[src/logic/board_regs_pkg.sv]
// board control register map
// data and address widths, port count, firmware type word

package board_regs_pkg;

    //----------------------------------------
    // widths and counts
    //----------------------------------------
    localparam int REG_DW           = 16;
    localparam int REG_AW           = 7;
    localparam int ETH_PORTS        = 4;
    localparam int TEST_ARRAY_COUNT = 8;

    typedef logic [REG_DW-1:0] reg_data_t;
    typedef logic [REG_AW-1:0] reg_addr_t;

    // identifies this build variant to host software
    localparam reg_data_t FW_TYPE = 16'h00B4;

    //----------------------------------------
    // address map, shared by reads and writes
    //----------------------------------------
    // read only
    localparam reg_addr_t ADDR_FW_DATE_LO   = 7'h00;
    localparam reg_addr_t ADDR_FW_DATE_HI   = 7'h01;
    localparam reg_addr_t ADDR_FW_TIME_LO   = 7'h02;
    localparam reg_addr_t ADDR_FW_TIME_HI   = 7'h03;
    localparam reg_addr_t ADDR_FW_TYPE      = 7'h04;
    localparam reg_addr_t ADDR_MAC_LINK     = 7'h05;
    localparam reg_addr_t ADDR_RXERR_BASE   = 7'h06; // port n: lo at +2n, hi at +2n+1

    // read/write
    localparam reg_addr_t ADDR_PHY_RST      = 7'h0E;
    localparam reg_addr_t ADDR_MDIO_CLK     = 7'h0F;
    localparam reg_addr_t ADDR_MDIO_DATA_O  = 7'h10;
    localparam reg_addr_t ADDR_MDIO_DIR     = 7'h11; // 1 drives the pin
    localparam reg_addr_t ADDR_MDIO_DATA_I  = 7'h12; // pin readback, read only
    localparam reg_addr_t ADDR_ETH_RX_MASK  = 7'h13;

    // scratch words 20..27
    localparam reg_addr_t ADDR_TEST_ARRAY   = 7'h20;

endpackage

[src/logic/spi_frame_pkg.sv]
// SPI frame layout
// frame and header length, rw bit position, field widths

package spi_frame_pkg;

    // frame is rw bit, address, data; MSB first
    localparam int FRAME_BITS      = 24;
    localparam int HDR_BITS        = 8;
    localparam int ADDR_BITS       = HDR_BITS - 1;
    localparam int DATA_BITS       = FRAME_BITS - HDR_BITS;

    // position of the rw bit in the full frame, 1 means read
    localparam int RW_BIT          = FRAME_BITS - 1;

    // bit counter must hold FRAME_BITS itself
    localparam int BIT_CNT_W       = $clog2(FRAME_BITS + 1);

    localparam int SPI_SYNC_STAGES = 2;

endpackage

[src/logic/spi_reg_slave.sv]
// SPI slave bridging host frames to the register bank
// pin synchronizers, frame shifter, write strobe, read shifter

`timescale 1ns/1ps

module spi_reg_slave
    import board_regs_pkg::*, spi_frame_pkg::*;
(
    input  logic      clk125M,
    input  logic      reset_i,

    input  logic      spi_clk_i,
    input  logic      spi_cs_i,
    input  logic      spi_mosi_i,
    output logic      spi_miso_o,

    output logic      reg_wr_en_o,
    output reg_addr_t reg_wr_addr_o,
    output reg_data_t reg_wr_data_o,
    output reg_addr_t reg_rd_addr_o,
    input  reg_data_t reg_rd_data_i
);

    //----------------------------------------
    // pin synchronizers and edge detect
    //----------------------------------------
    logic [SPI_SYNC_STAGES-1:0] sclk_sync;
    logic [SPI_SYNC_STAGES-1:0] cs_sync;
    logic [SPI_SYNC_STAGES-1:0] mosi_sync;
    logic                       sclk_d;
    logic                       sclk_s;
    logic                       mosi_s;
    logic                       cs_active;
    logic                       sclk_rise;
    logic                       sclk_fall;

    always_ff @(posedge clk125M) begin
        if (reset_i) begin
            sclk_sync <= '0;
            cs_sync   <= '1; // deselected
            mosi_sync <= '0;
            sclk_d    <= 1'b0;
        end else begin
            sclk_sync <= {sclk_sync[SPI_SYNC_STAGES-2:0], spi_clk_i};
            cs_sync   <= {cs_sync[SPI_SYNC_STAGES-2:0], spi_cs_i};
            mosi_sync <= {mosi_sync[SPI_SYNC_STAGES-2:0], spi_mosi_i};
            sclk_d    <= sclk_s;
        end
    end

    assign sclk_s    = sclk_sync[SPI_SYNC_STAGES-1];
    assign mosi_s    = mosi_sync[SPI_SYNC_STAGES-1];
    assign cs_active = ~cs_sync[SPI_SYNC_STAGES-1];
    assign sclk_rise = cs_active & sclk_s & ~sclk_d;
    assign sclk_fall = cs_active & ~sclk_s & sclk_d;

    //----------------------------------------
    // frame shifter
    //----------------------------------------
    logic [FRAME_BITS-1:0] frame_sr;
    logic [FRAME_BITS-1:0] frame_next;
    logic [BIT_CNT_W-1:0]  bit_cnt;
    logic [DATA_BITS-1:0]  rd_sr;
    logic                  hdr_done;
    logic                  frame_done;
    logic                  data_phase;
    logic                  miso_q;
    logic                  wr_en_q;
    reg_addr_t             wr_addr_q;
    reg_data_t             wr_data_q;

    assign frame_next = {frame_sr[FRAME_BITS-2:0], mosi_s};
    assign hdr_done   = sclk_rise && (bit_cnt == BIT_CNT_W'(HDR_BITS - 1));
    assign frame_done = sclk_rise && (bit_cnt == BIT_CNT_W'(FRAME_BITS - 1));
    assign data_phase = bit_cnt >= BIT_CNT_W'(HDR_BITS);

    // control state
    always_ff @(posedge clk125M) begin
        if (reset_i) begin
            bit_cnt <= '0;
            wr_en_q <= 1'b0;
            miso_q  <= 1'b0;
        end else begin
            wr_en_q <= frame_done && !frame_next[RW_BIT]; // write command only
            if (!cs_active) begin
                bit_cnt <= '0; // short frames die here
                miso_q  <= 1'b0;
            end else begin
                if (sclk_rise && bit_cnt != BIT_CNT_W'(FRAME_BITS)) begin
                    bit_cnt <= bit_cnt + 1'b1;
                end
                if (sclk_fall && data_phase) begin
                    miso_q <= rd_sr[DATA_BITS-1];
                end
            end
        end
    end

    // payload
    always_ff @(posedge clk125M) begin
        if (sclk_rise && bit_cnt != BIT_CNT_W'(FRAME_BITS)) begin
            frame_sr <= frame_next;
        end
        if (hdr_done) begin
            rd_sr <= frame_next[HDR_BITS-1] ? reg_rd_data_i : '0; // latch read word
        end else if (sclk_fall && data_phase) begin
            rd_sr <= {rd_sr[DATA_BITS-2:0], 1'b0};
        end
        if (frame_done) begin
            wr_addr_q <= frame_next[RW_BIT-1 -: ADDR_BITS];
            wr_data_q <= frame_next[DATA_BITS-1:0];
        end
    end

    // address is valid in the cycle hdr_done fires
    assign reg_rd_addr_o = frame_next[ADDR_BITS-1:0];

    assign reg_wr_en_o   = wr_en_q;
    assign reg_wr_addr_o = wr_addr_q;
    assign reg_wr_data_o = wr_data_q;
    assign spi_miso_o    = miso_q;

endmodule

[config.mk]
export PLATFORM = sky130hd
export DESIGN_NAME = spi_reg_slave
export DESIGN_NICKNAME = d
export VERILOG_FILES = /design/src/logic/board_regs_pkg.sv /design/src/logic/spi_frame_pkg.sv /design/src/logic/spi_reg_slave.sv
export SDC_FILE = /design/constraint.sdc
export NUM_CORES = 1
export LEC_CHECK = 0
export ABC_AREA = 1
export CAP_MARGIN = 20
export CORE_UTILIZATION = 40
export CTS_BUF_LIST = sky130_fd_sc_hd__clkbuf_16
export CTS_CLUSTER_DIAMETER = 200
export CTS_CLUSTER_SIZE = 10
export DETAILED_ROUTE_END_ITERATION = 6
export DONT_BUFFER_PORTS = 1
export PLACE_DENSITY = 0.53
export SLEW_MARGIN = 30
export SYNTH_ARGS = -nofsm -noshare
export SYNTH_HDL_FRONTEND = slang
export SYNTH_SLANG_ARGS = --single-unit
[constraint.sdc]
create_clock -name clk125M -period 2.2 [get_ports clk125M]
set_input_delay 0.22 -clock clk125M [delete_from_list [all_inputs] [get_ports clk125M]]
set_output_delay 0.22 -clock clk125M [all_outputs]
set_load 0.05 [all_outputs]
=== Word-level counts from Yosys, hierarchy flattened ===
Cells that the tools add are included.

* Logic and storage cells: 34
* Flip-flop bits (word level): 76

* Magnitude comparators: 1
* Multiplexer cells: 3
* Bitwise operators: 7
* Add/sub/neg operators: 1
* Reduce and logical (&&, ||, !) cells: 8
* Equal/unequal tests: 3

{| class="wikitable"
|+ Operator list
! kind !! number
|-
| $mux 16 || 3
|-
| $add 5x1->5 const B || 1
|-
| $eq 5x3->1 const B || 1
|-
| $eq 5x5->1 const B || 1
|-
| $ge 5x4->1 const B || 1
|-
| $logic_and 1x1->1 || 5
|-
| $ne 5x5->1 const B || 1
|-
| $and 1x1->1 || 4
|-
| $not 1->1 || 3
|-
| $reduce_bool 2->1 || 1
|-
| $reduce_or 2->1 || 1
|-
| $logic_not 1->1 || 1
|}

=== Logic depth before layout (Yosys ltp) ===
* Word-level depth: 6
* Depth in mapped cells: 8
* Depth with buffers taken out: 8

=== Least setup slack after synthesis ===
Ideal clock, no wire load.

* Path type: reg2reg
* From: register bit_cnt[0]
* To: register wr_addr_q[0], in the netlist reg_wr_addr_o[0], enable pin
* Library setup time: 0.403 ns
* Stages on the path, launching flop included: 4
* Path slack: 0.063 ns
* Data arrival time: 1.735 ns
* Required time: 1.797 ns
* Cells stage by stage: dfxtp_1 -> ha_1 -> nand3_1 -> nor2_1

* Word-level cells in the longest chain between the ends: 2

{| class="wikitable"
|+ RTL lines
! what !! RTL line !! source
|-
| start: declaration || spi_reg_slave.sv:62 || <nowiki>logic [BIT_CNT_W-1:0] bit_cnt;</nowiki>
|-
| start signal: assignment || spi_reg_slave.sv:90 || <nowiki>bit_cnt <= bit_cnt + 1'b1;</nowiki>
|-
| $eq 5x5->1 || spi_reg_slave.sv:74 || <nowiki>assign frame_done = sclk_rise && (bit_cnt == BIT_CNT_W'(FRAME_BITS - 1));</nowiki>
|-
| $logic_and 1x1->1 || spi_reg_slave.sv:74 ||
|-
| via frame_done || spi_reg_slave.sv:65 || <nowiki>logic frame_done;</nowiki>
|-
| end signal: assignment || spi_reg_slave.sv:110 || <nowiki>wr_addr_q <= frame_next[RW_BIT-1 -: ADDR_BITS];</nowiki>
|-
| end: declaration || spi_reg_slave.sv:69 || <nowiki>reg_addr_t wr_addr_q;</nowiki>
|}

The timed path passes the listed nets, and every way through them passes these cells.
A chain may end at the register's enable or synchronous reset.

=== Worst setup path after layout ===
* From: register bit_cnt[0]
* To: register rd_sr[10], enable pin

* Word-level cells in the longest chain between the ends: 3

{| class="wikitable"
|+ RTL lines
! what !! RTL line !! source
|-
| $ge 5x4->1 / $eq 5x3->1 (equally long branches) || spi_reg_slave.sv:75, spi_reg_slave.sv:73 ||
|-
| $logic_and 1x1->1 (on tied branches) || spi_reg_slave.sv:106, spi_reg_slave.sv:73 ||
|-
| $reduce_bool 2->1 (no line) (*) || - ||
|-
| end signal: assignment || spi_reg_slave.sv:105 || <nowiki>rd_sr <= frame_next[HDR_BITS-1] ? reg_rd_data_i : '0;</nowiki>
|-
| end signal: assignment || spi_reg_slave.sv:107 || <nowiki>rd_sr <= {rd_sr[DATA_BITS-2:0], 1'b0};</nowiki>
|-
| end: declaration || spi_reg_slave.sv:63 || <nowiki>logic [DATA_BITS-1:0] rd_sr;</nowiki>
|}

Mark *: on every way between the ends. The rest lies on a longest branch, timed or not.

==> results.tsv <==
metric	value	unit
status	completed	
Placed Cells incl. Taps	293	
clock transition at the registers of the reported paths	0.06	ns
Num CTS Buffers	9	
WP buf/inv	1	
Post-synth EDFFs	62	
P_leak	0.00111	uW
antenna violations before repair	0	
post_cts resized	0	
Clk Latency, worst-skew pair	0.32	ns
DR pass1 iterations	4	
min Tclk post-route	1.75	ns
Async S/R FF share, synth	0	
max capacitance violation total	0	
Critical Path RT	2.22	ns
largest net degree at the start of global routing	33	
RSZ-0062 raised after global routing	no	
Fillers	597	
worst hold path type	input port to register	
Synth Cell Area	2800	sq um
GRT Resource Usage Total	0.121	
Tcrit/Tclk final	0.795	
Placement Setup Slack	0.448	ns
1st-iter DRT viols	57	
NumNets Final	235	
H-Tree Depth	3	
Chip Height	85.7	um
max incr delay on CP	0.39	ns
Die Outline Area	7340	sq um
Overflow after GRT	0	
core area	6790	sq um
synth cell count leaders	edfxtp_1, nand2_1, o21ai_1, dfxtp_1, nor2_1	
Rows	30	
number of global-route vias before repair	1296	
HP Start	reset_i	
Worst Hold Margin	0.0562	ns
routed vias/inst	4.59	
share of cells above drive strength 1	0.138	
clk root buf	clkbuf_16	
highest clock rate	0.572	GHz
DRC viols	0	
pwr dens	948	nW/um^2
clock sink count	76	
Slowest-stage cell, CP	dfxtp_1	
critical path endpoint category	register	
Setup TNS	0	ns
r2r startpoint	bit_cnt[0]$_SDFFE_PP0P_	
io pins	53	
Synth Register Bits	76	
Setup crit start	bit_cnt[0]$_SDFFE_PP0P_	
CP Class	register to register	
WP data arrival	1.77	ns
first-pass GRT wire length	6560	um
Final Max Tran Viols	0	
Final GP Congestion	0.745	
final worst slack	0.452	ns
hold_buf cts	4	
number of nets with antenna violations after routing	0	
final setup violation count	0	
DIE WIDTH	85.7	um
most frequent cell after synthesis	edfxtp_1	
WHS Path Cells	2	
leading area contributor after synthesis	edfxtp_1	
routed via count	1438	
crit start category	register	
WP depth	6	
slew margin rel.	0.619	
worst ir drop on vdd	575	uV
Top FF cell, synth	edfxtp_1	
CTS max path bufs	2	
non-filler instance count after layout	313	
WL per Instance	13.2	um
Initial Util	0.412	
critical path cell sequence	ha_1 -> nand2_2 -> nor2_4 -> nand2_4 -> nand2_1 -> buf_4	
Yosys warnings	0	
Clock Skew	0.00390	ns
Area growth syn-to-layout	13.7	%
CP top delay family	simple AND/OR/NAND/NOR gates	
crit path max fanout	32	
total power	3020	uW
cells after synthesis	208	
top cells by area, synth	edfxtp_1, dfxtp_1, nand2_1	
CTS tree	done	
synthesized net count	231	
final hold vios	0	
top cell type's share of synthesized area	0.665	
measured slew at the worst slew-check pin	0.572	ns
DP HPWL	2610	um
WL final	4130	um
register area share after synthesis	0.765	
Post-CTS Repair Setup Buffers	0	
Reg2Reg Depth	6	
mean post-synth cell area	13.5	sq um
post-synthesis cell type count	24	
Buffers on Ports	0	
diode count	0	
==> layout make-up <==
class                           instances  area, sq um  share of cell area
Multi-Input combinational cell        104          505               0.159
Tap cell                               96          120              0.0377
Timing Repair Buffer                    7         62.6              0.0197
Sequential cell                        76         2140               0.673
Clock inverter                          7         75.1              0.0236
Clock buffer                            9          225              0.0708
Inverter                               14         52.6              0.0165
==> logic make-up (layout without fill, tap and decap cells) <==
kind of cell	count (synthesis)	count (layout)	share of synthesized area
compound gates	21	21	0.0375
flops	76	76	0.765
fa+ha+maj	2	2	0.00894
simple gates	81	81	0.133
buf+inv	28	37	0.0554
==> sequential cells by signal, summed over array words and instances (netlist names) <==
signal / flops
reg_wr_data_o: 16
frame_sr: 23
spi_miso_o: 1
reg_wr_en_o: 1
sclk_sync: 2
sclk_d: 1
cs_sync: 2
bit_cnt: 5
reg_wr_addr_o: 7
rd_sr: 16
mosi_sync: 2
==> report_power, final <==
group          switching [uW]  leakage, uW  total [uW]  internal (uW)
registers                9.23     0.000672        1550           1540
clock network             559     0.000140        1440            883
logic                    11.9     0.000301        22.9           11.0
total                     581      0.00111        3020           2440
==> worst paths after layout <==
check,to,slack (ns)
min,reg_wr_en_o$_SDFF_PP0_,0.06
min reg2reg,sclk_sync[1]$_SDFF_PP0_,0.40
max reg2reg,rd_sr[10]$_DFFE_PP_,0.45
max,rd_sr[10]$_DFFE_PP_,0.45
==> stage by stage <==
step | utilization | cell area, sq um
6_report | 0.469 | 3180
2_1_floorplan | - | 2800
5_1_grt | 0.469 | 3180
3_5_place_dp | 0.418 | 2840
4_1_cts | 0.469 | 3180
3_3_place_gp | 0.418 | 2840
==> worst register-to-register path, delay by kind of cell (launching register included) <==
family,cells,cell delay (ns)
adders and majority gates,1,0.28
buffers and inverters,1,0.24
DFF,1,0.39
and+or+nand+nor,4,0.53
==> cell usage in the layout (no fill, tap or decap), types with 3 or more instances in the layout <==
master         count
inv_1             13
o21ai_1           15
buf_4              3
nor2_1            13
a21oi_1            4
dlygate4sd3_1      4
nand3_1            4
dfxtp_1           14
nand2_1           48
or2_2              3
clkbuf_16          9
nand4_1            3
edfxtp_1          62
==> per-layer routing <==
metal | vias up | part of all wire | track usage
li1 | 711 | - | -
met1 | 669 | 0.47 | 0.158
met2 | 50 | 0.45 | 0.177
met3 | 8 | 0.069 | 0.0606
met4 | 0 | 0.014 | 0.0409
met5 | - | 0 | 0
Power figures use the tool's default switching activity.
