**config.mk**
```make
export PLATFORM = sky130hd
export DESIGN_NAME = reg_bank
export DESIGN_NICKNAME = d
export VERILOG_FILES = /design/src/logic/board_regs_pkg.sv /design/src/logic/reg_bank.sv
export SDC_FILE = /design/constraint.sdc
export NUM_CORES = 1
export LEC_CHECK = 0
export BUFFER_PORTS_ARGS = -buffer_cell sky130_fd_sc_hd__buf_4
export CORE_AREA = 4 4 169 122
export CTS_BUF_LIST = sky130_fd_sc_hd__clkbuf_2
export CTS_CLUSTER_DIAMETER = 150
export DETAILED_ROUTE_END_ITERATION = 10
export DIE_AREA = 0 0 173 126
export GPL_TIMING_DRIVEN = 0
export PLACE_DENSITY = 0.8
export SLEW_MARGIN = 40
export SYNTH_ARGS = -nofsm -noshare
export SYNTH_HDL_FRONTEND = slang
export SYNTH_SLANG_ARGS = --single-unit
```
**constraint.sdc**
```tcl
create_clock -name clk125M -period 1.85 [get_ports clk125M]
set_input_delay 0.0925 -clock clk125M [delete_from_list [all_inputs] [get_ports clk125M]]
set_output_delay 0.0925 -clock clk125M [all_outputs]
set_load 0.01 [all_outputs]
```
**src/logic/board_regs_pkg.sv**
```systemverilog
// board control register map
// data and address widths, port count, firmware type word

package board_regs_pkg;

    //----------------------------------------
    // widths and counts
    //----------------------------------------
    localparam int REG_DW           = 16;
    localparam int REG_AW           = 7;
    localparam int ETH_PORTS        = 4;
    localparam int TEST_ARRAY_COUNT = 8;

    typedef logic [REG_DW-1:0] reg_data_t;
    typedef logic [REG_AW-1:0] reg_addr_t;

    // identifies this build variant to host software
    localparam reg_data_t FW_TYPE = 16'h00B4;

    //----------------------------------------
    // address map, shared by reads and writes
    //----------------------------------------
    // read only
    localparam reg_addr_t ADDR_FW_DATE_LO   = 7'h00;
    localparam reg_addr_t ADDR_FW_DATE_HI   = 7'h01;
    localparam reg_addr_t ADDR_FW_TIME_LO   = 7'h02;
    localparam reg_addr_t ADDR_FW_TIME_HI   = 7'h03;
    localparam reg_addr_t ADDR_FW_TYPE      = 7'h04;
    localparam reg_addr_t ADDR_MAC_LINK     = 7'h05;
    localparam reg_addr_t ADDR_RXERR_BASE   = 7'h06; // port n: lo at +2n, hi at +2n+1

    // read/write
    localparam reg_addr_t ADDR_PHY_RST      = 7'h0E;
    localparam reg_addr_t ADDR_MDIO_CLK     = 7'h0F;
    localparam reg_addr_t ADDR_MDIO_DATA_O  = 7'h10;
    localparam reg_addr_t ADDR_MDIO_DIR     = 7'h11; // 1 drives the pin
    localparam reg_addr_t ADDR_MDIO_DATA_I  = 7'h12; // pin readback, read only
    localparam reg_addr_t ADDR_ETH_RX_MASK  = 7'h13;

    // scratch words 20..27
    localparam reg_addr_t ADDR_TEST_ARRAY   = 7'h20;

endpackage

```
**src/logic/reg_bank.sv**
```systemverilog
// board register bank
// writable registers, scratch array, read mux, MDIO controls

`timescale 1ns/1ps

module reg_bank
    import board_regs_pkg::*;
#(
    parameter logic [31:0] FW_DATE = 32'h0,
    parameter logic [31:0] FW_TIME = 32'h0
) (
    input  logic                     clk125M,
    input  logic                     reset_i,

    input  logic                     reg_wr_en_i,
    input  reg_addr_t                reg_wr_addr_i,
    input  reg_data_t                reg_wr_data_i,
    input  reg_addr_t                reg_rd_addr_i,
    output reg_data_t                reg_rd_data_o,

    input  logic [ETH_PORTS-1:0]     mac_link_i,
    input  logic [ETH_PORTS*32-1:0]  rx_err_cnt_i,
    input  logic                     mdio_pin_i,

    output logic [ETH_PORTS-1:0]     eth_phy_rst_o,
    output logic                     eth_phy_mdc_o,
    output logic                     mdio_data_o,
    output logic                     mdio_oe_o,
    output logic [ETH_PORTS-1:0]     eth_rx_mask_o
);

    logic [ETH_PORTS-1:0] phy_rst_q;
    logic                 mdc_q;
    logic                 mdio_data_q;
    logic                 mdio_dir_q;
    logic [ETH_PORTS-1:0] rx_mask_q;
    reg_data_t            test_array [TEST_ARRAY_COUNT];
    logic                 mdio_meta;
    logic                 mdio_in_q;
    reg_data_t            rd_data;

    //----------------------------------------
    // write decode
    //----------------------------------------
    always_ff @(posedge clk125M) begin
        if (reset_i) begin
            phy_rst_q   <= '0;
            mdc_q       <= 1'b0;
            mdio_data_q <= 1'b0;
            mdio_dir_q  <= 1'b0; // pin released
            rx_mask_q   <= '0;
            for (int i = 0; i < TEST_ARRAY_COUNT; i++) begin
                test_array[i] <= '0;
            end
        end else if (reg_wr_en_i) begin
            case (reg_wr_addr_i)
                ADDR_PHY_RST:     phy_rst_q   <= reg_wr_data_i[ETH_PORTS-1:0];
                ADDR_MDIO_CLK:    mdc_q       <= reg_wr_data_i[0];
                ADDR_MDIO_DATA_O: mdio_data_q <= reg_wr_data_i[0];
                ADDR_MDIO_DIR:    mdio_dir_q  <= reg_wr_data_i[0];
                ADDR_ETH_RX_MASK: rx_mask_q   <= reg_wr_data_i[ETH_PORTS-1:0];
                default: ; // read only or unmapped
            endcase
            for (int i = 0; i < TEST_ARRAY_COUNT; i++) begin
                if (reg_wr_addr_i == ADDR_TEST_ARRAY + reg_addr_t'(i)) begin
                    test_array[i] <= reg_wr_data_i;
                end
            end
        end
    end

    // MDIO pin comes from the PHY, async to us
    always_ff @(posedge clk125M) begin
        mdio_meta <= mdio_pin_i;
        mdio_in_q <= mdio_meta;
    end

    //----------------------------------------
    // read mux
    //----------------------------------------
    always_comb begin
        rd_data = '0;
        case (reg_rd_addr_i)
            ADDR_FW_DATE_LO:  rd_data = FW_DATE[REG_DW-1:0];
            ADDR_FW_DATE_HI:  rd_data = FW_DATE[2*REG_DW-1:REG_DW];
            ADDR_FW_TIME_LO:  rd_data = FW_TIME[REG_DW-1:0];
            ADDR_FW_TIME_HI:  rd_data = FW_TIME[2*REG_DW-1:REG_DW];
            ADDR_FW_TYPE:     rd_data = FW_TYPE;
            ADDR_MAC_LINK:    rd_data = reg_data_t'(mac_link_i);
            ADDR_PHY_RST:     rd_data = reg_data_t'(phy_rst_q);
            ADDR_MDIO_CLK:    rd_data = reg_data_t'(mdc_q);
            ADDR_MDIO_DATA_O: rd_data = reg_data_t'(mdio_data_q);
            ADDR_MDIO_DIR:    rd_data = reg_data_t'(mdio_dir_q);
            ADDR_MDIO_DATA_I: rd_data = reg_data_t'(mdio_in_q);
            ADDR_ETH_RX_MASK: rd_data = reg_data_t'(rx_mask_q);
            default: ;
        endcase
        // error counters, two halves per port
        for (int n = 0; n < ETH_PORTS; n++) begin
            if (reg_rd_addr_i == ADDR_RXERR_BASE + reg_addr_t'(2 * n)) begin
                rd_data = rx_err_cnt_i[32*n +: REG_DW];
            end
            if (reg_rd_addr_i == ADDR_RXERR_BASE + reg_addr_t'(2 * n + 1)) begin
                rd_data = rx_err_cnt_i[32*n+REG_DW +: REG_DW];
            end
        end
        for (int i = 0; i < TEST_ARRAY_COUNT; i++) begin
            if (reg_rd_addr_i == ADDR_TEST_ARRAY + reg_addr_t'(i)) begin
                rd_data = test_array[i];
            end
        end
    end

    assign reg_rd_data_o = rd_data;
    assign eth_phy_rst_o = phy_rst_q;
    assign eth_phy_mdc_o = mdc_q;
    assign mdio_data_o   = mdio_data_q;
    assign mdio_oe_o     = mdio_dir_q;
    assign eth_rx_mask_o = rx_mask_q;

endmodule

```
---- Yosys cells after proc, flatten, opt, wreduce, memory -nomap -nowiden ----
Memory sizes are Yosys's and may differ from the RTL's.
Cells that the tools add are included.
operators by class
  muxes and demuxes ....................... 59
  bitwise gates (word level) .............. 8
  eq/ne operators ......................... 37
  reductions and logical operators ........ 5
operators with widths
  cell                                                  count
  2-to-1 mux 16 bit                                     24
  equality test 7 x 6 -> 1 bit (second input constant)  16
  equality test 7 x 4 -> 1 bit (second input constant)  10
  one-hot mux 8 bit (8 select lines)                    1
  equality test 7 x 5 -> 1 bit (second input constant)  7
  2-to-1 mux 1 bit                                      34
  equality test 7 x 3 -> 1 bit (second input constant)  4
  AND reduction 2 bit                                   5
  bitwise OR 1 bit                                      8
word-level totals
  memories ................................ 1
  bits in registers ....................... 13
  bits in writable memories ............... 128
memories
  memory      depth  width  rd ports  clocked after Yosys merged registers in  write ports  RTL line        RTL
  test_array  8      16     8         0                                        8            reg_bank.sv:37  reg_data_t test_array [TEST_ARRAY_COUNT];

---- Logic depth before layout (Yosys ltp) ----
  depth after elaboration ................. 18
  mapped depth ............................ 8
  depth with buffers taken out ............ 5

---- Worst setup path before layout ----
No wires, ideal clock.
  kind .................................... input to register
  from .................................... input port reg_wr_addr_i[4]
  to ...................................... memory test_array[1][0] in the netlist's numbering, enable pin
  data required time ...................... 1475 ps
  path buffers ............................ 2
  setup time .............................. 375 ps
  slack ................................... -64 ps
  arrival ................................. 1539 ps
  stages .................................. 7
  cell sequence ........................... nor3b_2 and3b_1 clkbuf_1 nand2_1 or3_1 buf_2 nand2b_1
RTL lines
  what             RTL line        RTL
  start, declared  reg_bank.sv:16  input reg_addr_t reg_wr_addr_i,
  end, declared    reg_bank.sv:37

---- Worst setup path in the final report ----
  from .................................... input port reg_rd_addr_i[1]
  to ...................................... output port reg_rd_data_o[2]
on the way
  word-level cells in the longest chain between the ends .. 18
RTL lines
  what                                                  RTL line         RTL
  start, declared                                       reg_bank.sv:18   input reg_addr_t reg_rd_addr_i,
  equality test 7 x 5 -> 1 bit (tied with other cells)  reg_bank.sv:83   case (reg_rd_addr_i)
  one-hot mux 8 bit (8 select lines)                    reg_bank.sv:83
  2-to-1 mux 16 bit                                     reg_bank.sv:100  if (reg_rd_addr_i == ADDR_RXERR_BASE + reg_addr_t'(2 * n)) begin
  2-to-1 mux 16 bit                                     reg_bank.sv:103  if (reg_rd_addr_i == ADDR_RXERR_BASE + reg_addr_t'(2 * n + 1)) begin
  2-to-1 mux 16 bit                                     reg_bank.sv:100
  2-to-1 mux 16 bit                                     reg_bank.sv:103
  2-to-1 mux 16 bit                                     reg_bank.sv:100
  2-to-1 mux 16 bit                                     reg_bank.sv:103
  2-to-1 mux 16 bit                                     reg_bank.sv:100
  2-to-1 mux 16 bit                                     reg_bank.sv:103
  2-to-1 mux 16 bit (7 in a row)                        reg_bank.sv:108  if (reg_rd_addr_i == ADDR_TEST_ARRAY + reg_addr_t'(i)) begin
  2-to-1 mux 16 bit (*)                                 reg_bank.sv:108
  end, declared                                         reg_bank.sv:19   output reg_data_t reg_rd_data_o,
Mark *: on every way between the ends. The rest lies on a longest branch, timed or not.

==> impl_metrics.py <==
metrics = {
    "hold_path": {
        "min_path_type": "in -> reg",
        "min_from": "reg_wr_addr_i[3]",
        "holdPathEnd": "eth_phy_mdc_o$_SDFFE_PP0P_",
        "whs_path_depth": 5,
    },
    "setup_path": {
        "critPathBufInv": 4,
        "crit_family": "buffers and inverters",
        "end_kind": "primary output",
        "startpoint": "reg_rd_addr_i[1]",
        "cp_cell_sequence": "buf_4 > buf_2 > buf_2 > nor3b_1 > a2111oi_0 > a211oi_1 > nor3_2 > a21oi_2 > buf_4",
        "cp.required_ns": 1.76,
        "critPathKind": "in -> out",
        "critPathSlowestCell": "a2111oi_0",
        "arrival_ns": 2.49,
        "cp_max_fo": 10,
        "critPathLaunchType": "input port",
        "r2r-end": "eth_phy_rst_o[1]$_SDFFE_PP0P_",
        "critPathMaxStageDelay_ns": 0.72,
        "reg2reg_from": "eth_phy_rst_o[1]$_SDFFE_PP0P_",
        "rr_worst_depth": 4,
        "regToRegSetupSlack_ns": 0.54,
    },
    "clock_tree": {
        "cts_tree": "built",
        "h-tree-depth": 4,
        "cts_max_path_buffers": 2,
        "clkLatencyLatePin_ns": 0.73,
        "path_clk_slew_ns": 0.23,
        "cts_inserted_buffers": 17,
        "cts_root_buffer": "clkbuf_2",
        "cts.sinks": 141,
    },
    "drt": {
        "routed_via_density": 6.72,
        "dr.pass1.iters": 6,
        "met2WireLength_um": 15700,
        "drcViolationCount": 0,
        "wl_per_cell_um": 28.4,
        "top_layer": "met4",
        "vias": 8826,
        "ant_nets": 0,
        "wl_met1_um": 13400,
        "wirelength_um": 37300,
        "wl_met3_um": 6330,
        "drtIter0Drc": 1774,
    },
    "final_layout": {
        "drive_gt1_frac": 0.391,
        "diodes": 0,
        "fillCellCount": 1570,
        "final_core_util": 0.606,
        "final_nets": 1225,
        "synthToLayoutAreaGrowth_pct": 36.1,
        "regArea_sq_um": 4110,
        "multiInputGateArea_sq_um": 4260,
    },
    "grt": {
        "track_usage": 0.327,
        "antenna_found_initial": 0,
        "grt_pass1_vias": 8434,
        "gr-total-overflow": 0,
        "grt_pass1_wl_um": 53500,
        "grt_start_max_net_pins": 17,
    },
    "outcome": {
        "run_status": "complete, but fails checks",
        "violations": "hold timing, setup timing",
    },
    "place": {
        "place_ws_ns": -0.886,
        "gp_congestion": 1.01,
        "io_buffers": 185,
        "post-dp-hpwl_um": 26400,
    },
    "timing": {
        "tightestPinTransition_ns": 0.808,
        "fin_ws_ns": -0.737,
        "period_share": 1.40,
        "hold_violations": 1,
        "min_period_ns": 2.59,
        "whs_ns": -0.0437,
        "worst_slew_margin_rel": 0.447,
        "rsz0062_at_grt": "yes",
        "skew_ns": 0.0223,
        "maxSlewViolCount": 0,
        "setup-violations-final": 16,
        "max_freq_mhz": 387,
    },
    "floorplanning": {
        "start_util": 0.445,
        "die_w_um": 173,
        "dieArea_sq_um": 21800,
        "pin_count": 193,
        "die_h_um": 126,
        "rows": 42,
        "core_sq_um": 18800,
    },
    "pwr": {
        "peakVddDrop_mv": 0.369,
        "p_leak_nw": 4.38,
        "cellPowerDensity_nw_per_um2": 655,
    },
    "synthesis": {
        "synth-main-ff-cell": "edfxtp_1",
        "synth_seq_cells": 141,
        "synth.distinct_cells": 76,
        "yosysSeqAreaShare": 0.490,
        "synthArstFlopShare": 0,
        "synth_enable_flop_cells": 128,
        "yosys_warnings": 0,
        "synthesis.area_sq_um": 8380,
        "synthCells": 808,
        "postSynthAreaPerCell_sq_um": 10.4,
        "synthesis.nets": 974,
    },
    "run": {
        "maxCapViolCount": 0,
    },
}
timing repair:
item                                   in CTS  in global routing
endpoints found under the hold margin     146                  0
hold buffers                               29                  0
gates resized for setup                    92                 38
gates cloned                                0                  1
setup endpoints to repair                  16                115
pin swaps                                  23                 16
setup buffers                               8                 10
cell usage in the layout, fill, tap and decap left out, drive strengths merged, types with 5 or more instances in the layout:
cell type    Yosys  routed
o211ai           9       9
a22oi            5       5
a211oi          12      12
nand2           28      28
nand3           20      20
nor2           143     143
inv             24      32
clkbuf          29      46
nor2b           12      12
a211o            7       7
dlygate4sd3      0      28
nand2b          30      31
nand4           11      11
o21a             6       6
o22ai           19      19
dfxtp           13      13
mux2i           32      32
o21ai           16      16
buf             44     247
or3              8       8
mux4            10      10
mux2            19      19
o221ai           5       5
a32oi            8       8
a221oi           8       8
a221o            5       5
o2bb2ai          5       5
edfxtp         128     128
nor3            19      19
a21oi           41      41
a31oi           14      14
a2111oi          7       7
cells in the mapped netlist (all sizes together) (20+ instances only):
library cell  number  area [sq um]
inv               24          90.1
a21oi             41           205
nand2b            30           190
buf               44           277
nor2             143           596
mux2i             32           320
nand3             20           100
edfxtp           128          3840
clkbuf            29           109
nand2             28           108
final cells by class:
class                      count  area share
inverter                      25     0.00834
clock inverter                15      0.0195
clock buffer                  17     0.00746
sequential                   141       0.360
tap                          242      0.0265
multi-input combinational    570       0.374
buffer                        71      0.0392
timing repair buffer         233       0.165
how the worst max path moves through the flow:
stage                                             end  slack [ns]  depth (start not counted)
after floorplan           test_array[1][32]$_DFFE_PP_       -0.04                          5
after global placement    test_array[1][46]$_DFFE_PP_       -1.07                          6
after detailed placement             reg_rd_data_o[4]       -0.89                          8
after CTS                           reg_rd_data_o[10]       -0.63                          4
after global routing                reg_rd_data_o[10]       -0.70                          4
final                                reg_rd_data_o[2]       -0.74                          9
sequential cells by signal, indices dropped and copies added, names as in the netlist:
signal	count
eth_phy_rst_o	4
test_array	128
eth_rx_mask_o	4
mdio_oe_o	1
mdio_data_o	1
eth_phy_mdc_o	1
mdio_in_q	1
mdio_meta	1
power breakdown:
part / internal [mW] / switching (mW)
logic: 0.648 / 0.830
clock network: 0.949 / 1.34
registers: 3.64 / 0.0646
total: 5.24 / 2.23
per-layer routing:
layer	up-vias	global-route usage
li1	3577	-
met1	4102	0.429
met2	953	0.491
met3	194	0.121
met4	0	0.136
met5	-	0
metrics by stage:
| step | area [sq um] | setup TNS [ns] | instances | total power [mW] |
|---|---|---|---|---|
| after floorplan | 8380 | -1.30 | 808 | 4.33 |
| after global placement | 10100 | -89.46 | 1235 | 4.98 |
| after detailed placement | 10100 | -44.41 | 1237 | 5.00 |
| after CTS | 11100 | -16.97 | 1305 | 7.33 |
| after global routing | 11400 | -8.25 | 1314 | 7.65 |
| final | 11400 | -7.82 | 1314 | 7.47 |
cells by family after synthesis:
kind of cell / Yosys count / synth area share
buffers and inverters: 98 / 0.0572
DFF: 141 / 0.490
muxes: 61 / 0.0907
and+or+nand+nor: 307 / 0.191
AOI/OAI and AO/OA: 201 / 0.171
worst reg2reg max path, delay by kind of cell, from the launching register on:
kind / cells / cell delay [ns]
AND/OR/NAND/NOR: 1 / 0.04
flip-flops: 1 / 0.38
multiplexers: 1 / 0.11
buffers and inverters: 2 / 0.69
Power figures use the tool's default switching activity.
