===== config.mk =====
export PLATFORM = sky130hd
export DESIGN_NAME = led_blinker
export DESIGN_NICKNAME = d
export VERILOG_FILES = /design/src/logic/led_blinker.sv
export SDC_FILE = /design/constraint.sdc
export NUM_CORES = 1
export LEC_CHECK = 0
export ABC_AREA = 1
export BUFFER_PORTS_ARGS = -buffer_cell sky130_fd_sc_hd__buf_2
export CORE_ASPECT_RATIO = 0.75
export CORE_MARGIN = 4
export CORE_UTILIZATION = 30
export CTS_BUF_LIST = sky130_fd_sc_hd__clkbuf_8
export CTS_CLUSTER_DIAMETER = 80
export DETAILED_ROUTE_END_ITERATION = 8
export SLEW_MARGIN = 5
export SYNTH_ARGS = -nofsm -noshare
export SYNTH_HDL_FRONTEND = slang
export SYNTH_SLANG_ARGS = --single-unit

===== constraint.sdc =====
create_clock -name clk125M -period 1.3 [get_ports clk125M]
set_input_delay 0.065 -clock clk125M [delete_from_list [all_inputs] [get_ports clk125M]]
set_output_delay 0.065 -clock clk125M [all_outputs]
set_load 0.02 [all_outputs]

===== src/logic/led_blinker.sv =====
// LED blinker
// microsecond and millisecond prescaler chain driving a toggle

`timescale 1ns/1ps

module led_blinker #(
    parameter int CLK_HALF_US   = 62,  // clocks per half microsecond
    parameter int BLINK_HALF_MS = 125  // ms per LED level
) (
    input  logic clk125M,
    input  logic reset_i,
    output logic dbg_led_o
);

    localparam int US_DIV = 2 * CLK_HALF_US;
    localparam int MS_DIV = 1000;
    localparam int US_W   = $clog2(US_DIV + 1);
    localparam int MS_W   = $clog2(MS_DIV + 1);
    localparam int BL_W   = $clog2(BLINK_HALF_MS + 1);

    logic [US_W-1:0] us_cnt;
    logic [MS_W-1:0] ms_cnt;
    logic [BL_W-1:0] blink_cnt;
    logic            us_tick;
    logic            ms_tick;
    logic            led_q;

    assign us_tick = us_cnt == US_W'(US_DIV - 1);
    assign ms_tick = us_tick && (ms_cnt == MS_W'(MS_DIV - 1));

    always_ff @(posedge clk125M) begin
        if (reset_i) begin
            us_cnt    <= '0;
            ms_cnt    <= '0;
            blink_cnt <= '0;
            led_q     <= 1'b0;
        end else begin
            us_cnt <= us_tick ? '0 : us_cnt + 1'b1;
            if (us_tick) begin
                ms_cnt <= ms_tick ? '0 : ms_cnt + 1'b1;
            end
            if (ms_tick) begin
                if (blink_cnt == BL_W'(BLINK_HALF_MS - 1)) begin
                    blink_cnt <= '0;
                    led_q     <= ~led_q; // half period done
                end else begin
                    blink_cnt <= blink_cnt + 1'b1;
                end
            end
        end
    end

    assign dbg_led_o = led_q;

endmodule


# == Yosys cells after proc, flatten, opt, wreduce, memory -nomap -nowiden ==
# Index checks and enable logic that the tools add are counted.
# W data, S select, Z words.
# totals
output_inout_bits,1
elab_cells,16
ff_bits,25
input_bits,2
# classes
n_reduce_logical,3
bitwise_logic,1
addsub,3
mux,2
n_eq_ne,3
# ops
cell,n
$add A7 B1 Y7 const B,2
$eq A7 B7 Y1 const B,2
$add A10 B1 Y10 const B,1
$eq A10 B10 Y1 const B,1
$mux W10,1
$mux W7,1
$reduce_and A2 Y1,1
$reduce_or A2 Y1,1
$logic_and A1 B1 Y1,1
$not A1 Y1,1

# == Depth between registers and ports, before layout ==
# Gate-level depths: netlist of the first run.
# logic_depth
depth_word,3
depth_mapped,9
mapped_depth_nobuf,9

# == Worst setup path after synthesis of the first run ==
# Ideal clock, no wire load.
# synth_timing
path_type,register to register
from,register us_cnt[0]
to,register ms_cnt[7]
stages_incl_launch_ff,9
path_slack_ns,-0.049
required_ns,1.187
setup_time_ns,0.113
period_less_slack_ns,1.349
n_path_buf,0
arrival_ns,1.236
path_cell_list,dfxtp_1 ha_1 nand3_2 nor2_4 nand2_4 o21ai_2 inv_2 nand2_1 nor2_1
# synth_via
elab_chain_cells,3
# synth_rtl
item,line,source
"start, declared",21,logic [US_W-1:0] us_cnt;
"start signal, assigned",38,us_cnt <= us_tick ? '0 : us_cnt + 1'b1;
$eq A7 B7 Y1 *,28,assign us_tick = us_cnt == US_W'(US_DIV - 1);
$logic_and A1 B1 Y1,29,assign ms_tick = us_tick && (ms_cnt == MS_W'(MS_DIV - 1));
$mux W10,40,ms_cnt <= ms_tick ? '0 : ms_cnt + 1'b1;
"end signal, assigned",40,
"end, declared",22,logic [MS_W-1:0] ms_cnt;
# Every way passes the cells marked *; elsewhere a longest branch is shown, timed or not.
# A chain may end at the register's enable or synchronous reset.

# == Final worst setup path of the first run ==
# layout_timing
from,register us_cnt[1]
to,register blink_cnt[1]
# layout_via
elab_chain_cells,2
# layout_rtl
item,line,source
$eq A7 B7 Y1,28,
$logic_and A1 B1 Y1,29,
"end signal, assigned",47,blink_cnt <= blink_cnt + 1'b1;
"end, declared",23,logic [BL_W-1:0] blink_cnt;
# No other way between the ends.

==> results.sh, run 1 <==
export IMPL_status="finished with violations"
export IMPL_violations="negative setup slack"
export IMPL_post_dp_hpwl_mm=2.02
export IMPL_place_area_sq_um=1540
export IMPL_drt_wirelength_per_cell_um=10.4
export IMPL_port_buffers=2
export IMPL_vias=1197
export IMPL_grt_pass1_wl_mm=4.69
export IMPL_num_fill_cells=440
export IMPL_cp_max_fo=4
export IMPL_r2r_slack_ns=-0.04
export IMPL_grt_pass1_vias=1050
export IMPL_cts_tree="yes"
export IMPL_fin_worst_hold_slack_ns=0.0550
export IMPL_regArea_sq_um=510
export IMPL_yosys_cell_types_count=26
export IMPL_synthFlopType="dfxtp_1"
export IMPL_totalWireLength_mm=2.77
export IMPL_die_w_um=85.0
export IMPL_core_sq_um=4180
export IMPL_final_cell_area_sq_um=1690
export IMPL_hold_end="ms_cnt[1]"
export IMPL_yosysTopAreaCellShare=0.375
export IMPL_instances_no_fill=267
export IMPL_setup_slack_ns=-0.0380
export IMPL_die_area_sq_um=5590
export IMPL_antenna_found_initial=0
export IMPL_synth_area_leader_cell="dfxtp_1"
export IMPL_placed_cells=261
export IMPL_diodes=0
export IMPL_crit_arrival_ns=1.50
export IMPL_min_path_cells=2
export IMPL_rows=20
export IMPL_gp_congestion=0.813
export IMPL_die_h_um=65.7
export IMPL_syn_num_nets=197
export IMPL_path_delay_family="flip-flops"
export IMPL_cp_start_kind="register"
export IMPL_crit_type="register to register"
export IMPL_crit_chain="ha_4, nand3_4, nor2_4, nand2_4, o21ai_4, buf_4, o21ai_1"
export IMPL_ys_ff_latch=25
export IMPL_hp_class="input pin to register"
export IMPL_viasPerCell=4.48
export IMPL_cpPeakStageDelay_ns=0.36
export IMPL_synth_most_common_cell="nand2_1"
export IMPL_htreeDepth=1
export IMPL_setup_violations=5
export IMPL_fin_crit_sh=1.03
export IMPL_clk_insertion_delay_late_ns=0.27
export IMPL_relSlewSlack=0.818
export IMPL_tightest_slew_ns=0.271
export IMPL_dp_slack_ns=-0.0527
export IMPL_irDropWorstVdd_mv=0.360
export IMPL_crit_required_ns=1.47
export IMPL_drcViolationCount=0
export IMPL_finalMaxSlewViolations=0
export IMPL_p_leak_nw=0.687
export IMPL_yosys_top_cells_area="dfxtp_1 (38%), nand2_1 (12%), nor2_1 (10%), inv_1 (5.6%), nand3_1 (4.9%)"
export IMPL_path_clk_slew_ns=0.09
export IMPL_hold_path_startpoint="reset_i"
export IMPL_yosysSeqAreaShare=0.375
export IMPL_cp_num_buf_inv=1
export IMPL_end_kind="register"
export IMPL_rr_endpoint="blink_cnt[1]"
export IMPL_pwr_density_cell_nw_per_um2=770
export IMPL_max_freq_ghz=0.747
export IMPL_grt_overflow=0
export IMPL_timing_rr_start="us_cnt[1]"
export IMPL_io_pins=3
export IMPL_synth_edff_count=0
export IMPL_layout_drive_gt1_share=0.307
export IMPL_maxCapViolCount=0
export IMPL_crit_slowest_cell="dfxtp_2"
export IMPL_cts_buffers=3
export IMPL_rsz0062_at_grt="true"
export IMPL_final_setup_skew_ns=0.00200
export IMPL_ys_warnings_count=0
export IMPL_clockRootBuffer="clkbuf_8"
export IMPL_multi_input_area_sq_um=841
export IMPL_cts_path_max_buffers=2
export IMPL_syn_area_sq_um=1330
export IMPL_synth_avg_cell_area_sq_um=6.98
export IMPL_async_flop_share=0
export IMPL_reg2reg_depth=7
export IMPL_synth_common_cells="nand2_1 (44), nor2_1 (37), dfxtp_1 (25)"
export IMPL_drt_first_iter_violations=62
export IMPL_start_util=0.319
export IMPL_nets=219
export IMPL_grt_usage=0.103
export IMPL_first_pass_iters=4
export IMPL_grt_start_max_net_pins=14
export IMPL_period_needed_ns=1.34
export IMPL_cts_sinks=25
export IMPL_syn_inst=191
export IMPL_antenna_left=0
export IMPL_hold_viol_final=0
export IMPL_areaGrowthSynthToFinish_pct=26.4
## routing by layer
layer	global-route usage	vias up	wire, um	part of all wire
met4	0.0178	0	11	0.0040
met1	0.144	544	1450	0.52
met2	0.155	9	1230	0.44
li1	-	642	-	-
met3	0.0338	2	75	0.027
met5	0	-	0	0
## repair_timing
action / CTS / global route
buffers inserted: 1 / 1
pin swaps: 8 / 9
resized for setup: 9 / 18
endpoints found under the hold margin: 0 / 0
hold buffers: 0 / 0
endpoints found under the setup margin: 8 / 17
cloned: 0 / 0
## metrics by stage
step	TNS (ns)	util	power (W)
3_3_place_gp	-0.148	0.369	0.000850
6_report	-0.146	0.403	0.00130
3_5_place_dp	-0.251	0.369	0.000850
4_1_cts	-0.0708	0.390	0.00132
2_1_floorplan	0	-	0.000831
5_1_grt	-1.23	0.403	0.00136
## layout by cell type, fill, tap and decap left out, types with 3 or more instances in the layout
master,instances
nand2_1,41
dfxtp_2,8
nand3_2,3
nand4_1,4
nand2_2,5
a21oi_2,4
inv_1,19
clkbuf_8,3
nor2_4,5
inv_2,5
xor2_1,4
nand2_4,3
nor2_1,33
nor2_2,4
dfxtp_1,17
buf_4,15
a21oi_1,6
nand3_1,11
## report_power, final
| part | internal, W | switching [W] |
|---|---|---|
| logic | 0.0000252 | 0.0000319 |
| registers | 0.000774 | 0.00000826 |
| clock network | 0.000212 | 0.000247 |
## registers in the layout, indices dropped and copies added (netlist names)
name,flops
blink_cnt,7
dbg_led_o,1
ms_cnt,10
us_cnt,7
## cell families after synthesis
| kind of cell | Yosys count | synth area share |
|---|---|---|
| adder cells (fa/ha/maj) | 4 | 0.0375 |
| flip-flops | 25 | 0.375 |
| buffers and inverters | 24 | 0.0675 |
| AND/OR/NAND/NOR | 118 | 0.419 |
| XOR/XNOR | 6 | 0.0394 |
| AO/OA/AOI/OAI | 14 | 0.0610 |
## worst max path at each step
stage               startpoint            to  slack, ns  cells past startpoint
floorplan            us_cnt[1]     dbg_led_o      0.005                      8
global placement     us_cnt[1]     dbg_led_o      -0.03                      9
detailed placement   us_cnt[1]     dbg_led_o      -0.05                      9
CTS                  us_cnt[1]     ms_cnt[7]      -0.02                      8
global route         us_cnt[1]     ms_cnt[8]      -0.14                      8
finish               us_cnt[1]  blink_cnt[1]      -0.04                      7
## worst reg2reg max path, stage by stage, from the launching register on
cell,delay (ns)
dfxtp_2,0.36
ha_4,0.17
nand3_4,0.07
nor2_4,0.14
nand2_4,0.11
o21ai_4,0.21
buf_4,0.13
o21ai_1,0.05
## layout make-up
cell class,instances,share of cell area
clock buffer,3,0.0245
clock inverter,1,0.00223
inverter,23,0.0512
multi-input combinational,142,0.499
sequential,25,0.303
tap,55,0.0408
timing repair buffer,18,0.0794
Note: power is estimated with default switching activity, not from simulation.
==> run 2, diff against run 1 <==
Settings changed: PLACE_DENSITY from default to 0.47.
==> run 2 against run 1 <==
Compared with the run above:
- the run still ends with negative setup slack left
- power is 0.51% higher
- global-route usage is 0.68 points higher
- critical path depth is 1 higher
- hold slack better by 0.079 ns
- via count is 1.8% higher
- cell count is 3.0% higher
- combinational power is 19% higher
- die area stayed put
- cell area is 3.1% higher
- clock-buffer cell count stayed put
- sequential share of layout area is 0.99 points lower
==> results.sh, run 2 (synthesis gave the netlist of run 1 again) <==
export IMPL_status="finished with violations"
export IMPL_violations="negative setup slack"
export IMPL_max_freq_ghz=0.741
export IMPL_met1_length_mm=1.56
export IMPL_period_needed_ns=1.35
export IMPL_totalWireLength_mm=2.89
export IMPL_setup_slack_ns=-0.0486
export IMPL_path_clk_slew_ns=0.08
export IMPL_core_sq_um=4180
export IMPL_num_fill_cells=422
export IMPL_drt_wirelength_per_cell_um=10.5
export IMPL_drt_first_iter_violations=91
export IMPL_vias=1219
export IMPL_grt_usage=0.110
export IMPL_relSlewSlack=0.792
export IMPL_grt_pass1_wl_mm=4.83
export IMPL_post_dp_hpwl_mm=2.19
export IMPL_r2r_slack_ns=-0.05
export IMPL_cts_path_max_buffers=2
export IMPL_grt_overflow=0
export IMPL_cp_num_buf_inv=1
export IMPL_cts_buffers=3
export IMPL_first_pass_iters=4
export IMPL_end_kind="register"
export IMPL_antenna_found_initial=0
export IMPL_gp_congestion=0.857
export IMPL_areaGrowthSynthToFinish_pct=30.3
export IMPL_crit_required_ns=1.47
export IMPL_p_leak_nw=0.730
export IMPL_die_area_sq_um=5590
export IMPL_wl_met2_mm=1.23
export IMPL_clockRootBuffer="clkbuf_8"
export IMPL_fin_worst_hold_slack_ns=0.134
export IMPL_regArea_sq_um=509
export IMPL_fin_crit_sh=1.04
export IMPL_crit_slowest_cell="dfxtp_2"
export IMPL_final_cell_mix="nand2_1 (41), nor2_1 (32), buf_4 (24)"
export IMPL_hp_class="input pin to register"
export IMPL_finalMaxSlewViolations=0
export IMPL_die_w_um=85.0
export IMPL_cts_tree="yes"
export IMPL_port_buffers=2
export IMPL_die_h_um=65.7
export IMPL_nets=227
export IMPL_htreeDepth=1
export IMPL_rsz0062_at_grt="true"
export IMPL_largest_register="ms_cnt"
export IMPL_largest_reg_flops=10
export IMPL_clk_insertion_delay_late_ns=0.27
export IMPL_cts_sinks=25
export IMPL_diodes=0
export IMPL_irDropWorstVdd_mv=0.334
export IMPL_multi_input_area_sq_um=838
export IMPL_hold_viol_final=0
export IMPL_crit_type="register to register"
export IMPL_rows=20
export IMPL_start_util=0.319
export IMPL_grt_start_max_net_pins=14
export IMPL_setup_violations=8
export IMPL_grt_pass1_vias=1097
export IMPL_final_setup_skew_ns=0.00224
export IMPL_maxCapViolCount=0
export IMPL_wl_met3_um=89
export IMPL_drcViolationCount=0
export IMPL_top_layer="met4"
export IMPL_cp_max_fo=4
export IMPL_io_pins=3
export IMPL_crit_chain="ha_4, nand3_4, nor2_4, nand2_4, o21ai_4, inv_2, nand2_1, nor2_1"
export IMPL_cpPeakStageDelay_ns=0.36
export IMPL_pwr_density_cell_nw_per_um2=750
export IMPL_top_regs="ms_cnt (10), blink_cnt (7), us_cnt (7)"
export IMPL_cp_start_kind="register"
export IMPL_viasPerCell=4.43
export IMPL_fin_total_pwr_w=0.00130
export IMPL_crit_arrival_ns=1.52
export IMPL_tightest_slew_ns=0.312
export IMPL_layout_commonest_cell="nand2_1"
export IMPL_layout_drive_gt1_share=0.318
export IMPL_path_delay_family="simple AND/OR/NAND/NOR gates"
export IMPL_antenna_left=0
run 2: routing by layer:
layer | up-vias | track usage
li1 | 659 | -
met1 | 545 | 0.152
met2 | 11 | 0.169
met3 | 4 | 0.0338
met4 | 0 | 0.0198
met5 | - | 0
run 2: area by class of cell:
class | count | share of cell area
Timing Repair Buffer | 26 | 0.109
Clock buffer | 3 | 0.0238
Clock inverter | 1 | 0.00216
Tap cell | 55 | 0.0396
Sequential cell | 25 | 0.293
Multi-Input combinational cell | 142 | 0.482
Inverter | 23 | 0.0497
run 2: where the power goes:
| part | switching, W | leakage (nW) | total, W | internal, W |
|---|---|---|---|---|
| Sequential | 0.00000831 | 0.205 | 0.000782 | 0.000774 |
| Clock | 0.000243 | 0.0269 | 0.000454 | 0.000211 |
| Combinational | 0.0000358 | 0.498 | 0.0000681 | 0.0000323 |
| Total | 0.000287 | 0.730 | 0.00130 | 0.00102 |
run 2: worst reg2reg max path, delay by kind of cell, from the launching register on:
family	cells	cell delay [ns]
simple gates	5	0.43
buf+inv	1	0.08
compound gates	1	0.22
fa+ha+maj	1	0.16
flops	1	0.36
run 2: path summary, 6_finish.rpt:
kind | to | from | depth (start not counted)
setup / recovery | ms_cnt[5] | us_cnt[0] | 8
hold / removal | blink_cnt[2] | reset_i | 3
setup reg to reg | ms_cnt[5] | us_cnt[0] | 8
hold reg to reg | blink_cnt[1] | blink_cnt[1] | 2
run 2: repair_timing:
item | 4_1_cts | 5_1_grt
setup endpoints to repair | 12 | 21
hold buffers | 0 | 0
cloned | 0 | 0
endpoints found under the hold margin | 0 | 0
gates resized for setup | 11 | 13
buffers inserted | 2 | 6
pin swaps | 11 | 8
run 2: metrics by stage:
stage                      util  setup TNS, ns  setup slack [ns]  area (sq um)  cells
final                     0.416         -0.209           -0.0486          1740    275
after global routing      0.416          -1.47            -0.157          1740    275
after CTS                 0.397         -0.137           -0.0395          1660    269
after detailed placement  0.372         -0.282           -0.0686          1560    263
after global placement    0.372        -0.0744           -0.0200          1560    263
after floorplan               -              0           0.00529          1360    191
==> run 3, diff against run 2 <==
Settings changed: ABC_AREA 1 to 0, CAP_MARGIN from default to 15.
==> run 3 against run 2 <==
Compared with the run above:
- hold slack gained 0.0031 ns
- sequential power grew 1%
- area after synthesis is 12% lower
- power grew 1.5%
- cell area shrank 4.8%
- synthesized cell count fell by 26%
- the flow still finishes with violations (negative setup slack)
- register-to-register slack got worse by 0.39 ns
- worst setup slack got worse by 0.39 ns
- wire length fell by 9.1%
==> results.sh, run 3 <==
export IMPL_status="finished with violations"
export IMPL_violations="negative setup slack"
export IMPL_fin_crit_sh=1.34
export IMPL_cp_max_fo=6
export IMPL_fin_util=0.446
export IMPL_final_cell_area_sq_um=1660
export IMPL_grt_usage=0.110
export IMPL_holdBufCountCts=0
export IMPL_cts_sinks=25
export IMPL_die_area_sq_um=5000
export IMPL_place_area_sq_um=1530
export IMPL_crit_required_ns=1.50
export IMPL_finalMaxSlewViolations=0
export IMPL_viasPerCell=4.69
export IMPL_clk_insertion_delay_late_ns=0.27
export IMPL_grt_pass1_wl_mm=4.46
export IMPL_drt_first_iter_violations=14
export IMPL_grt_pass1_vias=1013
export IMPL_totalWireLength_mm=2.62
export IMPL_layout_commonest_cell="buf_4"
export IMPL_crit_arrival_ns=1.94
export IMPL_cts_tree="yes"
export IMPL_nets=190
export IMPL_largest_reg_flops=10
export IMPL_reg2reg_depth=4
export IMPL_antenna_left=0
export IMPL_synth_area_leader_cell="dfxtp_1"
export IMPL_ys_warnings_count=0
export IMPL_post_dp_hpwl_mm=1.98
export IMPL_min_path_cells=2
export IMPL_path_clk_slew_ns=0.09
export IMPL_synthFlopType="dfxtp_1"
export IMPL_clockRootBuffer="clkbuf_8"
export IMPL_cp_start_kind="register"
export IMPL_io_pins=3
export IMPL_pwr_density_cell_nw_per_um2=799
export IMPL_syn_num_nets=147
export IMPL_ys_ff_latch=25
export IMPL_yosysTopAreaCellShare=0.426
export IMPL_yosysSeqAreaShare=0.426
export IMPL_drt_wirelength_per_cell_um=11.2
export IMPL_async_flop_share=0
export IMPL_cp_startpoint="ms_cnt[5]"
export IMPL_num_fill_cells=386
export IMPL_max_freq_ghz=0.575
export IMPL_cts_path_max_buffers=2
export IMPL_hold_end="ms_cnt[2]"
export IMPL_rr_endpoint="blink_cnt[5]"
export IMPL_grt_start_max_net_pins=15
export IMPL_synth_most_common_cell="dfxtp_1"
export IMPL_rsz0062_at_grt="true"
export IMPL_hold_path_startpoint="reset_i"
export IMPL_largest_register="ms_cnt"
export IMPL_p_leak_nw=0.600
export IMPL_top_regs="ms_cnt (10), blink_cnt (7), us_cnt (7)"
export IMPL_die_w_um=80.3
export IMPL_period_needed_ns=1.74
export IMPL_vias=1101
export IMPL_r2r_slack_ns=-0.44
export IMPL_setup_violations=24
export IMPL_relSlewSlack=0.709
export IMPL_grt_overflow=0
export IMPL_hold_viol_final=0
export IMPL_maxCapViolCount=0
export IMPL_diodes=0
export IMPL_synth_edff_count=0
export IMPL_synth_common_cells="dfxtp_1 (25), nor2_1 (18), nand3_1 (13)"
export IMPL_final_setup_skew_ns=0.00508
export IMPL_drcViolationCount=0
export IMPL_yosys_top_cells_area="dfxtp_1 (43%), xnor2_1 (8.2%), nor2_1 (5.7%), nand3_1 (5.5%), a21oi_1 (4.3%)"
export IMPL_rows=19
export IMPL_port_buffers=2
export IMPL_hp_class="input pin to register"
export IMPL_final_cell_mix="buf_4 (36), dfxtp_1 (18), nor2_1 (17)"
export IMPL_syn_area_sq_um=1180
export IMPL_irDropWorstVdd_mv=0.372
export IMPL_antenna_found_initial=0
export IMPL_timing_rr_start="ms_cnt[5]"
export IMPL_gp_congestion=0.871
export IMPL_crit_type="register to register"
export IMPL_synth_avg_cell_area_sq_um=8.34
export IMPL_cts_buffers=3
export IMPL_yosys_cell_types_count=27
export IMPL_first_pass_iters=4
export IMPL_layout_drive_gt1_share=0.344
export IMPL_setup_slack_ns=-0.439
export IMPL_htreeDepth=1
export IMPL_die_h_um=62.2
export IMPL_syn_inst=141
export IMPL_core_sq_um=3710
export IMPL_end_kind="register"
export IMPL_tightest_slew_ns=0.432
export IMPL_areaGrowthSynthToFinish_pct=40.7
export IMPL_start_util=0.317
-- run 3: cell types whose count changed in the layout (fill, tap and decap cells not counted), sizes merged, moves of 3 or more --
cell   delta
nand2    -41
nor2     -25
inv      -18
buf      +16
xnor2     +9
o21ai     +6
nor4      +4
nor3      +3
or4       +3
-- run 3: metal layers --
layer | vias up | global-route usage | part of all wire
li1 | 580 | - | -
met1 | 509 | 0.143 | 0.51
met2 | 10 | 0.177 | 0.45
met3 | 2 | 0.0390 | 0.034
met4 | 0 | 0.0190 | 0.0069
met5 | - | 0 | 0
-- run 3: cells by family after synthesis --
kind of cell | share of synthesized area
adder cells (fa/ha/maj) | 0.0426
AO/OA/AOI/OAI | 0.101
multiplexers | 0.00851
buffers and inverters | 0.0319
AND/OR/NAND/NOR | 0.294
XOR/XNOR | 0.0968
flip-flops | 0.426
-- run 3: layout make-up --
cell class	count	area, sq um	share of cell area
Tap cell	52	65.1	0.0393
Multi-Input combinational cell	106	684	0.413
Inverter	6	22.5	0.0136
Clock inverter	1	5.00	0.00302
Timing Repair Buffer	42	325	0.197
Sequential cell	25	512	0.309
Clock buffer	3	41.3	0.0249
-- run 3: critical path: stages (launching register included) --
cell,delay [ns]
dfxtp_2,0.34
nand4_2,0.14
or4_4,0.60
or4_1,0.41
a31oi_1,0.17
-- run 3: worst max-delay path by stage --
| stage | slack (ns) | cells past startpoint | endpoint |
|---|---|---|---|
| finish | -0.44 | 4 | blink_cnt[5] |
| global placement | -0.48 | 5 | blink_cnt[5] |
| global route | -0.52 | 5 | blink_cnt[5] |
| floorplan | -0.42 | 5 | blink_cnt[5] |
| CTS | -0.44 | 6 | dbg_led_o |
| detailed placement | -0.49 | 5 | blink_cnt[5] |
-- run 3: power by group --
group	switching, W	internal [W]
registers	0.0000124	0.000778
logic	0.0000369	0.0000382
clock network	0.000243	0.000214
total	0.000293	0.00103
-- run 3: metrics by stage --
stage	hold WS, ns	std cells	setup WS, ns	power [W]	TNS [ns]
6_report	0.137	235	-0.439	0.00132	-7.05
5_1_grt	0.149	235	-0.519	0.00140	-8.92
4_1_cts	0.134	234	-0.436	0.00135	-6.17
3_5_place_dp	0.415	225	-0.486	0.000879	-6.35
3_3_place_gp	0.405	225	-0.477	0.000876	-5.84
2_1_floorplan	0.134	141	-0.422	0.000848	-4.70
-- run 3: repair_timing --
item | CTS | global route
setup endpoints to repair | 24 | 25
buffers inserted | 5 | 2
gates resized for setup | 8 | 7
pin swaps | 5 | 1
